[config.mk]
export PLATFORM = sky130hd
export DESIGN_NAME = natv_periph_top
export DESIGN_NICKNAME = d
export VERILOG_FILES = /design/src/rtl/natv_pkg.sv /design/src/rtl/natv_decoder.sv /design/src/rtl/natv_gpio.sv /design/src/rtl/natv_periph_top.sv /design/src/rtl/natv_timer.sv /design/src/rtl/natv_uart_tx.sv
export SDC_FILE = /design/constraint.sdc
export NUM_CORES = 1
export LEC_CHECK = 0
export ABC_AREA = 1
export BUFFER_PORTS_ARGS = -buffer_cell sky130_fd_sc_hd__buf_4
export CAP_MARGIN = 40
export CORE_ASPECT_RATIO = 1.1
export CORE_MARGIN = 5
export CORE_UTILIZATION = 50
export DETAILED_ROUTE_END_ITERATION = 10
export GPL_ROUTABILITY_DRIVEN = 0
export PLACE_DENSITY = 0.7
export SETUP_SLACK_MARGIN = 0.2
export SKIP_LAST_GASP = 1
export SYNTH_ARGS = -nofsm -noshare
export SYNTH_HDL_FRONTEND = slang
export SYNTH_SLANG_ARGS = --single-unit
[constraint.sdc]
create_clock -name clk_i -period 3.35 [get_ports clk_i]
set_input_delay 0.5025 -clock clk_i [delete_from_list [all_inputs] [get_ports clk_i]]
set_output_delay 0.5025 -clock clk_i [all_outputs]
set_load 0.005 [all_outputs]
[src/rtl/natv_pkg.sv]
// shared types and constants for the native bus peripheral subsystem
// modules import this inside their body and use scoped names in port lists
package natv_pkg;

  // one bus request, held stable by the master until ready
  typedef struct packed {
    logic        valid;
    logic [31:0] addr;
    logic [31:0] wdata;
    logic [3:0]  wstrb;
  } natv_req_t;

  // ready is a single-cycle pulse, rdata valid alongside it
  typedef struct packed {
    logic        ready;
    logic [31:0] rdata;
  } natv_rsp_t;

  // decoded target of the current request
  typedef enum logic [2:0] {
    DEV_GPIO,
    DEV_UART,
    DEV_TIM0,
    DEV_TIM1,
    DEV_NONE
  } natv_dev_e;

  // addr[31:24] of the register window
  localparam logic [7:0] NATV_PERIPH_BASE = 8'h10;

  // device select, compared against addr[15:8]
  localparam logic [7:0] NATV_OFS_GPIO = 8'h00;
  localparam logic [7:0] NATV_OFS_UART = 8'h10;
  localparam logic [7:0] NATV_OFS_TIM0 = 8'h20;
  localparam logic [7:0] NATV_OFS_TIM1 = 8'h30;

  // register offsets, compared against addr[7:0]
  localparam logic [7:0] NATV_GPIO_DIR  = 8'h00;
  localparam logic [7:0] NATV_GPIO_OUT  = 8'h04;
  localparam logic [7:0] NATV_GPIO_IN   = 8'h08;
  localparam logic [7:0] NATV_UART_DATA = 8'h00;
  localparam logic [7:0] NATV_UART_DIV  = 8'h04;
  localparam logic [7:0] NATV_UART_STAT = 8'h08;
  localparam logic [7:0] NATV_TIM_CTRL  = 8'h00;
  localparam logic [7:0] NATV_TIM_CMP   = 8'h04;
  localparam logic [7:0] NATV_TIM_CNT   = 8'h08;
  localparam logic [7:0] NATV_TIM_STAT  = 8'h0C;

endpackage

[src/rtl/natv_decoder.sv]
// register window decoder for the native bus
// steers each request to one device, merges the replies and
// answers unmapped addresses with zero data after the usual latency
`timescale 1ns/1ps

module natv_decoder (
  input  logic                clk_i,
  input  logic                rst_n_i,
  input  natv_pkg::natv_req_t req_i,
  output natv_pkg::natv_rsp_t rsp_o,
  output natv_pkg::natv_req_t gpio_req_o,
  output natv_pkg::natv_req_t uart_req_o,
  output natv_pkg::natv_req_t tim0_req_o,
  output natv_pkg::natv_req_t tim1_req_o,
  input  natv_pkg::natv_rsp_t gpio_rsp_i,
  input  natv_pkg::natv_rsp_t uart_rsp_i,
  input  natv_pkg::natv_rsp_t tim0_rsp_i,
  input  natv_pkg::natv_rsp_t tim1_rsp_i
);
  import natv_pkg::*;

  natv_dev_e s_dev;
  logic      s_none_sel;
  logic      none_rdy_q;
  logic      s_gpio_hit;
  logic      s_uart_hit;
  logic      s_tim0_hit;
  logic      s_tim1_hit;
  logic      s_none_hit;

  // window match first, then the device byte
  always_comb begin
    s_dev = DEV_NONE;
    if (req_i.addr[31:24] == NATV_PERIPH_BASE) begin
      case (req_i.addr[15:8])
        NATV_OFS_GPIO: s_dev = DEV_GPIO;
        NATV_OFS_UART: s_dev = DEV_UART;
        NATV_OFS_TIM0: s_dev = DEV_TIM0;
        NATV_OFS_TIM1: s_dev = DEV_TIM1;
        default:       s_dev = DEV_NONE;
      endcase
    end
  end

  // only valid is gated, the payload goes to every device
  always_comb begin
    gpio_req_o       = req_i;
    uart_req_o       = req_i;
    tim0_req_o       = req_i;
    tim1_req_o       = req_i;
    gpio_req_o.valid = req_i.valid && (s_dev == DEV_GPIO);
    uart_req_o.valid = req_i.valid && (s_dev == DEV_UART);
    tim0_req_o.valid = req_i.valid && (s_dev == DEV_TIM0);
    tim1_req_o.valid = req_i.valid && (s_dev == DEV_TIM1);
  end

  assign s_none_sel = req_i.valid && (s_dev == DEV_NONE);

  // unmapped reply, same one-cycle latency as a device
  always_ff @(posedge clk_i) begin
    if (!rst_n_i) begin
      none_rdy_q <= 1'b0;
    end else begin
      none_rdy_q <= s_none_sel && !none_rdy_q;
    end
  end

  assign s_gpio_hit = gpio_req_o.valid & gpio_rsp_i.ready;
  assign s_uart_hit = uart_req_o.valid & uart_rsp_i.ready;
  assign s_tim0_hit = tim0_req_o.valid & tim0_rsp_i.ready;
  assign s_tim1_hit = tim1_req_o.valid & tim1_rsp_i.ready;
  assign s_none_hit = s_none_sel & none_rdy_q;

  // unmapped reads contribute no data, so rdata stays zero for them
  assign rsp_o.ready = s_gpio_hit | s_uart_hit | s_tim0_hit | s_tim1_hit | s_none_hit;
  assign rsp_o.rdata = ({32{s_gpio_hit}} & gpio_rsp_i.rdata) |
                       ({32{s_uart_hit}} & uart_rsp_i.rdata) |
                       ({32{s_tim0_hit}} & tim0_rsp_i.rdata) |
                       ({32{s_tim1_hit}} & tim1_rsp_i.rdata);

endmodule

[src/rtl/natv_gpio.sv]
// GPIO block on the native bus
// DIR drives the output enables, OUT the pin levels, IN reads the
// synchronized pins; writes follow the byte strobes
`timescale 1ns/1ps

module natv_gpio #(
  parameter int GPIO_WIDTH = 8
) (
  input  logic                  clk_i,
  input  logic                  rst_n_i,
  input  natv_pkg::natv_req_t   req_i,
  output natv_pkg::natv_rsp_t   rsp_o,
  input  logic [GPIO_WIDTH-1:0] gpio_in_i,
  output logic [GPIO_WIDTH-1:0] gpio_out_o,
  output logic [GPIO_WIDTH-1:0] gpio_oe_o
);
  import natv_pkg::*;

  logic                  ready_q;
  logic                  s_wr;
  logic [31:0]           s_mask;
  logic [31:0]           s_dir_new;
  logic [31:0]           s_out_new;
  logic [GPIO_WIDTH-1:0] dir_q;
  logic [GPIO_WIDTH-1:0] out_q;
  logic [GPIO_WIDTH-1:0] in_meta_q;
  logic [GPIO_WIDTH-1:0] in_sync_q;

  assign s_wr   = req_i.valid && ready_q && (req_i.wstrb != 4'b0000);
  // expand strobes to a bit mask
  assign s_mask = {{8{req_i.wstrb[3]}}, {8{req_i.wstrb[2]}},
                   {8{req_i.wstrb[1]}}, {8{req_i.wstrb[0]}}};

  assign s_dir_new = (32'(dir_q) & ~s_mask) | (req_i.wdata & s_mask);
  assign s_out_new = (32'(out_q) & ~s_mask) | (req_i.wdata & s_mask);

  always_ff @(posedge clk_i) begin
    if (!rst_n_i) begin
      ready_q <= 1'b0;
      dir_q   <= '0;
      out_q   <= '0;
    end else begin
      ready_q <= req_i.valid && !ready_q;
      if (s_wr && req_i.addr[7:0] == NATV_GPIO_DIR) dir_q <= s_dir_new[GPIO_WIDTH-1:0];
      if (s_wr && req_i.addr[7:0] == NATV_GPIO_OUT) out_q <= s_out_new[GPIO_WIDTH-1:0];
    end
  end

  // two-flop synchronizer on the input pins
  always_ff @(posedge clk_i) begin
    in_meta_q <= gpio_in_i;
    in_sync_q <= in_meta_q;
  end

  always_comb begin
    rsp_o.ready = ready_q;
    case (req_i.addr[7:0])
      NATV_GPIO_DIR: rsp_o.rdata = 32'(dir_q);
      NATV_GPIO_OUT: rsp_o.rdata = 32'(out_q);
      NATV_GPIO_IN:  rsp_o.rdata = 32'(in_sync_q);
      default:       rsp_o.rdata = 32'h0;
    endcase
  end

  assign gpio_oe_o  = dir_q;
  assign gpio_out_o = out_q;

endmodule

[src/rtl/natv_periph_top.sv]
// peripheral subsystem top on the processor's native bus
// decoder plus GPIO, UART transmitter and two timers
// irq_o: bit 0 UART, bit 1 timer 0, bit 2 timer 1
`timescale 1ns/1ps

module natv_periph_top #(
  parameter int          GPIO_WIDTH     = 8,
  parameter int unsigned UART_DIV_RESET = 16
) (
  input  logic                  clk_i,
  input  logic                  rst_n_i,
  input  natv_pkg::natv_req_t   req_i,
  output natv_pkg::natv_rsp_t   rsp_o,
  input  logic [GPIO_WIDTH-1:0] gpio_in_i,
  output logic [GPIO_WIDTH-1:0] gpio_out_o,
  output logic [GPIO_WIDTH-1:0] gpio_oe_o,
  output logic                  uart_tx_o,
  output logic [2:0]            irq_o
);
  import natv_pkg::*;

  natv_req_t gpio_req;
  natv_req_t uart_req;
  natv_req_t tim0_req;
  natv_req_t tim1_req;
  natv_rsp_t gpio_rsp;
  natv_rsp_t uart_rsp;
  natv_rsp_t tim0_rsp;
  natv_rsp_t tim1_rsp;

  natv_decoder u_decoder (
    .clk_i     (clk_i),
    .rst_n_i   (rst_n_i),
    .req_i     (req_i),
    .rsp_o     (rsp_o),
    .gpio_req_o(gpio_req),
    .uart_req_o(uart_req),
    .tim0_req_o(tim0_req),
    .tim1_req_o(tim1_req),
    .gpio_rsp_i(gpio_rsp),
    .uart_rsp_i(uart_rsp),
    .tim0_rsp_i(tim0_rsp),
    .tim1_rsp_i(tim1_rsp)
  );

  natv_gpio #(
    .GPIO_WIDTH(GPIO_WIDTH)
  ) u_gpio (
    .clk_i     (clk_i),
    .rst_n_i   (rst_n_i),
    .req_i     (gpio_req),
    .rsp_o     (gpio_rsp),
    .gpio_in_i (gpio_in_i),
    .gpio_out_o(gpio_out_o),
    .gpio_oe_o (gpio_oe_o)
  );

  natv_uart_tx #(
    .UART_DIV_RESET(UART_DIV_RESET)
  ) u_uart_tx (
    .clk_i  (clk_i),
    .rst_n_i(rst_n_i),
    .req_i  (uart_req),
    .rsp_o  (uart_rsp),
    .tx_o   (uart_tx_o),
    .irq_o  (irq_o[0])
  );

  natv_timer u_timer0 (
    .clk_i  (clk_i),
    .rst_n_i(rst_n_i),
    .req_i  (tim0_req),
    .rsp_o  (tim0_rsp),
    .irq_o  (irq_o[1])
  );

  natv_timer u_timer1 (
    .clk_i  (clk_i),
    .rst_n_i(rst_n_i),
    .req_i  (tim1_req),
    .rsp_o  (tim1_rsp),
    .irq_o  (irq_o[2])
  );

endmodule

[src/rtl/natv_timer.sv]
// compare-match timer on the native bus
// CTRL bit 0 runs the counter, bit 1 enables the interrupt; when CNT
// reaches CMP it wraps to zero and sets the sticky match flag in STAT
`timescale 1ns/1ps

module natv_timer (
  input  logic                clk_i,
  input  logic                rst_n_i,
  input  natv_pkg::natv_req_t req_i,
  output natv_pkg::natv_rsp_t rsp_o,
  output logic                irq_o
);
  import natv_pkg::*;

  logic        ready_q;
  logic        s_wr;
  logic        s_match;
  logic [1:0]  ctrl_q;
  logic [31:0] cmp_q;
  logic [31:0] cnt_q;
  logic        match_q;

  assign s_wr    = req_i.valid && ready_q && (req_i.wstrb != 4'b0000);
  assign s_match = ctrl_q[0] && (cnt_q == cmp_q);

  always_ff @(posedge clk_i) begin
    if (!rst_n_i) begin
      ready_q <= 1'b0;
      ctrl_q  <= 2'b00;
      cmp_q   <= 32'h0;
      cnt_q   <= 32'h0;
      match_q <= 1'b0;
    end else begin
      ready_q <= req_i.valid && !ready_q;

      if (s_wr && req_i.addr[7:0] == NATV_TIM_CTRL) ctrl_q <= req_i.wdata[1:0];
      if (s_wr && req_i.addr[7:0] == NATV_TIM_CMP) cmp_q <= req_i.wdata;

      // counter wraps in the cycle it equals the compare value
      if (s_match) begin
        cnt_q <= 32'h0;
      end else if (ctrl_q[0]) begin
        cnt_q <= cnt_q + 32'd1;
      end

      // write-one-to-clear, a new match in the same cycle wins
      if (s_wr && req_i.addr[7:0] == NATV_TIM_STAT && req_i.wdata[0]) begin
        match_q <= 1'b0;
      end
      if (s_match) begin
        match_q <= 1'b1;
      end
    end
  end

  always_comb begin
    rsp_o.ready = ready_q;
    case (req_i.addr[7:0])
      NATV_TIM_CTRL: rsp_o.rdata = {30'h0, ctrl_q};
      NATV_TIM_CMP:  rsp_o.rdata = cmp_q;
      NATV_TIM_CNT:  rsp_o.rdata = cnt_q;
      NATV_TIM_STAT: rsp_o.rdata = {31'h0, match_q};
      default:       rsp_o.rdata = 32'h0;
    endcase
  end

  assign irq_o = match_q & ctrl_q[1];

endmodule

[src/rtl/natv_uart_tx.sv]
// transmit-only 8N1 UART on the native bus
// a DATA write while idle sends one frame, each bit lasting DIV clocks;
// STAT bit 0 is busy, bit 1 the done flag that also drives the interrupt
`timescale 1ns/1ps

module natv_uart_tx #(
  parameter int unsigned UART_DIV_RESET = 16
) (
  input  logic                clk_i,
  input  logic                rst_n_i,
  input  natv_pkg::natv_req_t req_i,
  output natv_pkg::natv_rsp_t rsp_o,
  output logic                tx_o,
  output logic                irq_o
);
  import natv_pkg::*;

  typedef enum logic [1:0] {
    IDLE,
    START,
    DATA,
    STOP
  } state_e;

  state_e      state_q;
  logic        ready_q;
  logic        s_wr;
  logic        s_start;
  logic        s_bit_end;
  logic        s_busy;
  logic [15:0] div_q;
  logic [15:0] div_cnt_q;
  logic [2:0]  bit_cnt_q;
  logic [7:0]  shift_q;
  logic        tx_q;
  logic        done_q;

  assign s_wr      = req_i.valid && ready_q && (req_i.wstrb != 4'b0000);
  assign s_busy    = (state_q != IDLE);
  assign s_start   = s_wr && (req_i.addr[7:0] == NATV_UART_DATA) && !s_busy;
  // a divisor of zero behaves like one
  assign s_bit_end = (div_cnt_q + 16'd1 >= div_q);

  always_ff @(posedge clk_i) begin
    if (!rst_n_i) begin
      state_q   <= IDLE;
      ready_q   <= 1'b0;
      div_q     <= 16'(UART_DIV_RESET);
      div_cnt_q <= 16'h0;
      bit_cnt_q <= 3'd0;
      tx_q      <= 1'b1;
      done_q    <= 1'b0;
    end else begin
      ready_q <= req_i.valid && !ready_q;
      if (s_wr && req_i.addr[7:0] == NATV_UART_DIV) div_q <= req_i.wdata[15:0];
      if (s_wr && req_i.addr[7:0] == NATV_UART_STAT && req_i.wdata[1]) done_q <= 1'b0;

      div_cnt_q <= (state_q == IDLE || s_bit_end) ? 16'h0 : div_cnt_q + 16'd1;

      case (state_q)
        IDLE: begin
          if (s_start) begin
            state_q <= START;
            tx_q    <= 1'b0;
          end
        end
        START: begin
          if (s_bit_end) begin
            state_q   <= DATA;
            bit_cnt_q <= 3'd0;
            tx_q      <= shift_q[0];
          end
        end
        DATA: begin
          if (s_bit_end) begin
            bit_cnt_q <= bit_cnt_q + 3'd1;
            tx_q      <= shift_q[1];
            if (bit_cnt_q == 3'd7) begin
              state_q <= STOP;
              tx_q    <= 1'b1;
            end
          end
        end
        STOP: begin
          if (s_bit_end) begin
            state_q <= IDLE;
            done_q  <= 1'b1;
          end
        end
        default: state_q <= IDLE;
      endcase
    end
  end

  // shift register is payload, loaded on start and shifted per data bit
  always_ff @(posedge clk_i) begin
    if (s_start) begin
      shift_q <= req_i.wdata[7:0];
    end else if (state_q == DATA && s_bit_end) begin
      shift_q <= {1'b0, shift_q[7:1]};
    end
  end

  always_comb begin
    rsp_o.ready = ready_q;
    case (req_i.addr[7:0])
      NATV_UART_DIV:  rsp_o.rdata = {16'h0, div_q};
      NATV_UART_STAT: rsp_o.rdata = {30'h0, done_q, s_busy};
      default:        rsp_o.rdata = 32'h0;
    endcase
  end

  assign tx_o  = tx_q;
  assign irq_o = done_q;

endmodule

==> results of run 1 <==
[layout make-up]
type                            instances  area, µm²  area share (%)
Multi-Input combinational cell       1072       6550            45.8
Sequential cell                       218       4460            31.2
Timing Repair Buffer                  150       1170            8.19
Inverter                              233        880            6.15
Clock buffer                           34        699            4.89
Tap cell                              305        382            2.67
Clock inverter                         10        159            1.11
[metal layers]
layer  routed length (µm)  share of wire, %  vias up  global-route usage (%)
met1                14300                41     5261                    31.7
met5                    0                 0        -                       0
met2                16800                48      425                    41.1
met3                 2600               7.4       79                    4.02
li1                     -                 -     5512                       -
met4                 1410               4.0        0                    9.21
[registers in the layout, summed over array words and instances (netlist names), 16 cells and up, named ones only]
| register | count |
|---|---|
| u_timer0.cmp_q | 32 |
| u_timer1.cmp_q | 32 |
| u_uart_tx.div_cnt_q | 16 |
| u_uart_tx.div_q | 16 |
| u_timer0.cnt_q | 32 |
| u_timer1.cnt_q | 32 |
[placed cells by master, fill, tap and decap left out, types with 10 or more instances in the layout]
master / n
sky130_fd_sc_hd__a211oi_2: 82
sky130_fd_sc_hd__a21oi_1: 33
sky130_fd_sc_hd__a22oi_1: 28
sky130_fd_sc_hd__buf_4: 145
sky130_fd_sc_hd__clkbuf_16: 25
sky130_fd_sc_hd__dfxtp_1: 207
sky130_fd_sc_hd__ha_1: 23
sky130_fd_sc_hd__inv_1: 222
sky130_fd_sc_hd__nand2_1: 245
sky130_fd_sc_hd__nand3_1: 37
sky130_fd_sc_hd__nand4_1: 36
sky130_fd_sc_hd__nor2_1: 251
sky130_fd_sc_hd__nor3_1: 42
sky130_fd_sc_hd__nor4_1: 12
sky130_fd_sc_hd__o2111ai_1: 10
sky130_fd_sc_hd__o21ai_0: 42
sky130_fd_sc_hd__o22ai_1: 52
sky130_fd_sc_hd__xnor2_1: 19
sky130_fd_sc_hd__xor2_1: 61
[path summary, 6_finish.rpt]
check,slack (ns),endpoint,start
worst max-delay path,0.30,u_uart_tx.state_q[0],u_uart_tx.div_cnt_q[0]
worst min-delay path,0.08,u_gpio.in_meta_q[2],gpio_in_i[2]
worst max register to register,0.30,u_uart_tx.state_q[0],u_uart_tx.div_cnt_q[0]
worst min register to register,0.33,u_gpio.in_sync_q[0],u_gpio.in_meta_q[0]
[worst max-delay path, delay by kind of cell, from the launching register on]
family	cells	cell delay (ns)
and+or+nand+nor	15	1.36
AOI/OAI and AO/OA	2	0.28
adders and majority gates	2	0.45
xor gates and xnor gates	1	0.20
DFF	1	0.38
buffers and inverters	3	0.27
[per-stage QoR]
step                utilization (%)  setup WS [ns]  hold WS, ns  instance area [µm²]  power [W]
floorplan                         -          0.309        0.310                12100    0.00296
finish                         60.1          0.295       0.0781                14300    0.00596
global route                   60.1         0.0832       0.0657                14300    0.00618
detailed placement             55.6        -0.0371        0.312                13200    0.00314
CTS                            59.3          0.215       0.0629                14100    0.00598
global placement               55.6         0.0946        0.312                13200    0.00313
[where the power goes]
group          switching [W]  total, W  internal (W)
Combinational       0.000281  0.000448      0.000168
Clock                0.00109   0.00285       0.00176
Sequential         0.0000228   0.00266       0.00264
Total                0.00139   0.00596       0.00457
[cells by family (layout without fill, tap and decap cells)]
| kind of cell | count (synthesis) | count (layout) | synth area share (%) |
|---|---|---|---|
| buffers and inverters | 307 | 427 | 10.8 |
| XOR/XNOR | 81 | 81 | 5.84 |
| AO/OA/AOI/OAI | 289 | 289 | 19.4 |
| AND/OR/NAND/NOR | 677 | 677 | 24.8 |
| adder cells (fa/ha/maj) | 25 | 25 | 2.57 |
| flip-flops | 218 | 218 | 36.6 |
[repair_timing]
action                                  in CTS  in global routing
pin swaps                                    0                 18
endpoints found under the setup margin      29                 31
setup buffers                                0                  6
resized for setup                            6                 38
hold endpoints to repair                     0                  0
==> results.txt, run 1 <==
The run finished with clean final reports. The depth of the worst hold-timing path came out at 1. Headroom to the max-slew limit came out at between 40% and 50%. The hold buffer count at CTS is 0. The number of endpoints with negative hold slack in the final report came out at 0. After synthesis, the share of flip-flops with an asynchronous set or reset is 0%.

Across the routed clock network, the largest skew measured is 0.0105 ns. The critical setup path kind is flop to flop. For this run, the number of Yosys warnings is 0. The fraction of the yosys area taken by sequential cells is between 30% and 40%.

The count of antenna-violating nets left after detailed routing is 0. The top cell type by area accounts for 34.6% of the synthesized area. Across the run, the number of max-cap violations was 0. Counting the fill cells in the layout gives 2,159. The worst reg-to-reg path cell count came out at 23. The via-per-instance ratio is roughly 5.6. On the worst path, the slowest cell contributes a delay of 0.38 ns. The synthesized instance count is roughly 1,600. The data arrival time of the worst path came out at 3.47 ns. Ranked by total cell area, the synthesized netlist is headed by sky130_fd_sc_hd__dfxtp_1, sky130_fd_sc_hd__a211oi_2, sky130_fd_sc_hd__nor2_1, sky130_fd_sc_hd__nand2_1, sky130_fd_sc_hd__inv_1.

By count the netlist is led by sky130_fd_sc_hd__nor2_1, sky130_fd_sc_hd__nand2_1, sky130_fd_sc_hd__inv_1, sky130_fd_sc_hd__dfxtp_1, sky130_fd_sc_hd__a211oi_2. The count of H-tree levels built during CTS is 1. The worst-path maximum fanout is 3. The total number of vias is ~11,000. In this run the horizontal extent of the chip is 159 µm. In the synthesized netlist the dominant register cell turns out to be sky130_fd_sc_hd__dfxtp_1. The final critical-path required period is 3.05 ns.

The core region is 0.0238 mm². The final number of max-transition violations was 0. The number of placed instances, taps included is 1,972. The number of flops mapped to enable cells by yosys is 8. The post-layout net count is ~1,800. The final-report setup violation count came out at 0.

The slowest stage of the critical path is the sky130_fd_sc_hd__dfxtp_4 cell. In this run the deepest clock path goes through 3 buffers. The worst setup path is captured at a flop. The leakage power is 5.48 nW. The classification of the worst-slack hold path is input port to flop.

The post-synthesis to final-layout area growth is 17.7%. The sum of negative setup slack is 0 ns. The tree is rooted in a sky130_fd_sc_hd__clkbuf_16. The most common cell in the synthesized netlist is sky130_fd_sc_hd__nor2_1. The total congestion overflow after global routing is 0.

The sink count of the clock tree is 218. The mapped netlist covers 0.0121 mm². The maximum resistive drop on vdd is 289 µV. STA classifies the critical path startpoint as a flop. The net count after synthesis came out at between 1,500 and 2,000. The height of the die is around 170 µm. The post-synthesis cell type count is 54. The dominant cell type by count on the critical path is sky130_fd_sc_hd__nand3_2. The number of core rows is 59. The power per standard cell area came out at 417 mW/mm². The clock transition at the registers of the reported paths is 0.06 ns. Entering global routing, the biggest net connects 65 pins.

The dominant cell type by area after synthesis is sky130_fd_sc_hd__dfxtp_1. After the flow finishes, the layout carries non-filler instances totaling 2,022. The ratio of cells with drive above 1 in the final layout came out at 20.2%.

The actual slew at the worst max-slew pin came out at approximately 0.8 ns. The initial core utilization is 51.1%. The DRC violation total after the first TritonRoute iteration is 858. The critical path required time is 3.77 ns. The global-route wire length before repair is ~55,000 µm.

The later pin in the worst-skew pair is clocked with a latency of 0.52 ns. The floorplan step defined a die boundary enclosing 0.0275 mm². TritonCTS built the clock tree. The count of state elements after synthesis came out at 218.

The number of global-route vias before repair came out at 10,800. The mean cell area of the mapped netlist is 7.61 µm². The number of antenna diodes in the final layout is 0. The TritonCTS buffer count is 24.

The initial antenna violation count is 0. In this run the tool buffered the top-level ports with 123 buffer cells. The signal on the critical path passes through ha_4 -> nand2_4 -> nor2_4 -> nand3_2 -> nor2_4 -> nand3_4 -> nor2_4 -> nand3_2 -> xor2_1 -> inv_1 -> ha_1 -> nand2_2 -> o21bai_1 -> nand2_1 -> a21oi_2 -> nand3_2 -> buf_6 -> nand2_2 -> nand2_2 -> nand3_2 -> nand2_1 -> inv_1 -> nor2_1.

In the finished design, the share of the clock period the worst path needs comes to 91.2%. The final wirelength is approximately 35,000 µm. The detailed-routing iteration count for the pre-antenna-repair pass came out at 5.

Setup repair after global routing could not meet its margin everywhere. The per-cell routed wire length came out at 17.4 µm. The HPWL after detailed placement is 25,700 µm. The highest clock rate is 0.327 GHz.

The post-route DRC violation count came out at 0. The number of primary I/O pins came out at 132. The overall track demand over capacity in global routing is 24.6%.
Power figures use the tool's default switching activity.
==> run 2: changes to the inputs <==
==> constraint.sdc (replaced) <==
create_clock -name clk_i -period 3.2 [get_ports clk_i]
set_input_delay 0.48 -clock clk_i [delete_from_list [all_inputs] [get_ports clk_i]]
set_output_delay 0.48 -clock clk_i [all_outputs]
set_load 0.005 [all_outputs]
==> run 2 against run 1 <==
Net effect: wire length increased by 0.48%; register-to-register slack about the same; sequential power increased by 5%; largest power group unchanged.
==> results.txt, run 2 (synthesis results as in run 1) <==
The flow ran to the end, and the final reports show no timing, DRC or antenna violations. The origin of the worst min-delay path is gpio_in_i[7]. The TritonCTS buffer count came out at 25.

The final number of max-transition violations is 0. Dividing the final minimum period by the clock period gives between 90% and 100%. The clock reaches the later pin of the worst-skew pair after 0.53 ns.

The core box area came out at about 0.024 mm². The number of cells on the worst reg-to-reg path is 20. Buffers inserted to repair hold after CTS numbered 0. The number of endpoints with negative hold slack in the final report is 0. The data arrival time of the worst path came out at 3.15 ns. The worst path meets setup with 0.283 ns of slack. The reg-to-reg setup timing slack came out at ~0.28 ns. The number of input and output port buffers inserted came out at 123. The worst register-to-register path begins at u_uart_tx.div_cnt_q[0]. STA classifies the critical path startpoint as a flop. The clock transition at the registers of the reported paths came out at 0.06 ns.

The area enclosed by the die boundary came out at 0.0275 mm². The TritonCTS clock tree is done. The sequential cell area is 0.00446 mm². The via-per-instance ratio is 5.54. The net count of the finished layout is 1,821. Across every metal layer, demand over resource in global routing totals 24.9%. The post-route DRC violation count came out at 0. The actual slew at the worst max-slew pin came out at 0.816 ns. The ratio of cells with drive above 1 in the final layout is 21.7%. The depth of the worst hold-timing path is 1. The relative slew slack is 45.6%. Of all nets on the critical path, the largest fanout is 8. The global-route wire length before repair is 56,200 µm. The worst setup path is captured at a flop. Setup repair after global routing could not meet its margin everywhere.

For hold timing, the worst endpoint is u_gpio.in_meta_q[7]. The highest clock rate is 0.343 GHz. From left edge to right edge, the die measures around 160 µm. The repair_antennas step left the layout with diodes totalling 0.

The worst register-to-register path ends at u_uart_tx.shift_q[6]. The initial core utilization is 51.1%. The cell at the root of the clock tree is sky130_fd_sc_hd__clkbuf_16. Leaving out fill and tap cells, the most frequent cell in the layout is sky130_fd_sc_hd__nor2_1. The worst clock skew is 0.0187 ns.

The number of global-route vias before repair is 11,000. The post-placement worst setup slack came out at -0.0262 ns. The detailed-routing iteration count for the pre-antenna-repair pass is 6.

In the layout the commonest cells are sky130_fd_sc_hd__nor2_1, sky130_fd_sc_hd__nand2_1, sky130_fd_sc_hd__inv_1. The final critical-path required period is 2.92 ns. Entering global routing, the biggest net connects 65 pins. Leaving out filler cells and counting taps, the final layout contains 2,038. Across the run, the number of max-cap violations was 0. For this design, the sink count on the clock tree is roughly 220. The initial antenna violation count is 0.

The total number of vias came out at 11,300. The critical path required time came out at between 3 and 4 ns. The area occupied by multi-input gates is roughly 0.0066 mm².

The final wirelength is 35,300 µm. The setup path with the least slack is of type flop to flop. Once detailed placement completed, the half-perimeter wirelength came to 25,900 µm.

After filler insertion, the fill cell instance count of the layout stands at 2,171. Including well taps, the total number of placed cells is 1,980. The worst hold path belongs to the class input port to flop. The power per standard cell area came out at 422 mW/mm². The count of H-tree levels built during CTS is 1. The leakage power came out at 5.57 nW. The DRC violation total after the first TritonRoute iteration is 786.

The number of buffers on the longest clock path came out at 3. The total congestion overflow after global routing came out at 0. Setup violations remaining at the end of the flow were counted as 0. The floorplan step set the die height to 173 µm.

The total design power is 0.00612 W. The per-cell routed wire length came out at 17.3 µm. Pin placement for this block handled 132 I/O pins. The detail route stage leaves a number of antenna-violating nets equal to 0.

The number of core rows came out at 59. The post-synthesis to final-layout area growth came out at 19.2%. The maximum resistive drop on vdd came out at slightly above 400 µV. Hold timing on the final database bottoms out at a slack of 0.0596 ns.
## run 2: repair_timing
action,4_1_cts,5_1_grt
setup buffers,13,2
endpoints found under the setup margin,30,31
resized for setup,27,27
hold endpoints to repair,0,0
pin swaps,13,20
## run 2: worst max path at each step
stage	start	cells past startpoint	end
floorplan	u_uart_tx.div_cnt_q[0]	17	u_uart_tx.shift_q[0]
global placement	u_uart_tx.div_cnt_q[0]	23	u_uart_tx.state_q[0]
detailed placement	u_uart_tx.div_cnt_q[0]	23	u_uart_tx.state_q[0]
CTS	u_uart_tx.div_cnt_q[0]	25	u_uart_tx.state_q[0]
global route	u_uart_tx.div_cnt_q[0]	24	u_uart_tx.state_q[0]
finish	u_uart_tx.div_cnt_q[0]	20	u_uart_tx.shift_q[6]
## run 2: per-layer routing
layer  share of wire [%]  global-route usage (%)
met5                   0                       0
met2                  47                    41.0
met3                 7.5                    4.39
met1                  42                    32.6
met4                 3.8                    8.92
## run 2: worst max-delay path, stage by stage (launching register included)
cell and delay, ns:
sky130_fd_sc_hd__dfxtp_4 0.38, sky130_fd_sc_hd__nand3_4 0.08, sky130_fd_sc_hd__nor2_4 0.10, sky130_fd_sc_hd__nand2_2 0.09
sky130_fd_sc_hd__nor2_4 0.11, sky130_fd_sc_hd__inv_2 0.06, sky130_fd_sc_hd__buf_4 0.12, sky130_fd_sc_hd__buf_4 0.12
sky130_fd_sc_hd__buf_4 0.12, sky130_fd_sc_hd__buf_4 0.13, sky130_fd_sc_hd__buf_4 0.12, sky130_fd_sc_hd__nand2_2 0.06
sky130_fd_sc_hd__inv_1 0.07, sky130_fd_sc_hd__ha_4 0.27, sky130_fd_sc_hd__nand2_1 0.06, sky130_fd_sc_hd__nor3_1 0.21
sky130_fd_sc_hd__nand2_2 0.11, sky130_fd_sc_hd__nand3_4 0.11, sky130_fd_sc_hd__nand2_2 0.07, sky130_fd_sc_hd__nand2_2 0.09
sky130_fd_sc_hd__buf_12 0.13
## run 2: per-stage QoR
| step | utilization, % | instance area (µm²) | TNS (ns) |
|---|---|---|---|
| after CTS | 60.3 | 14300 | 0 |
| after global routing | 60.9 | 14500 | 0 |
| final | 60.9 | 14500 | 0 |
| after detailed placement | 56.0 | 13300 | -0.0635 |
| after floorplan | - | 12200 | 0 |
| after global placement | 56.0 | 13300 | 0 |
## run 2: final cells by class
class                           instances  area share, %
Clock buffer                           36           5.23
Sequential cell                       218           30.8
Multi-Input combinational cell       1072           45.7
Timing Repair Buffer                  167           9.12
Tap cell                              305           2.64
Clock inverter                          7          0.484
Inverter                              233           6.07
## run 2: report_power, final
group          switching [W]  internal (W)  leakage [nW]
registers          0.0000235       0.00276          1.77
clock network        0.00112       0.00171         0.410
logic               0.000304      0.000189          3.38
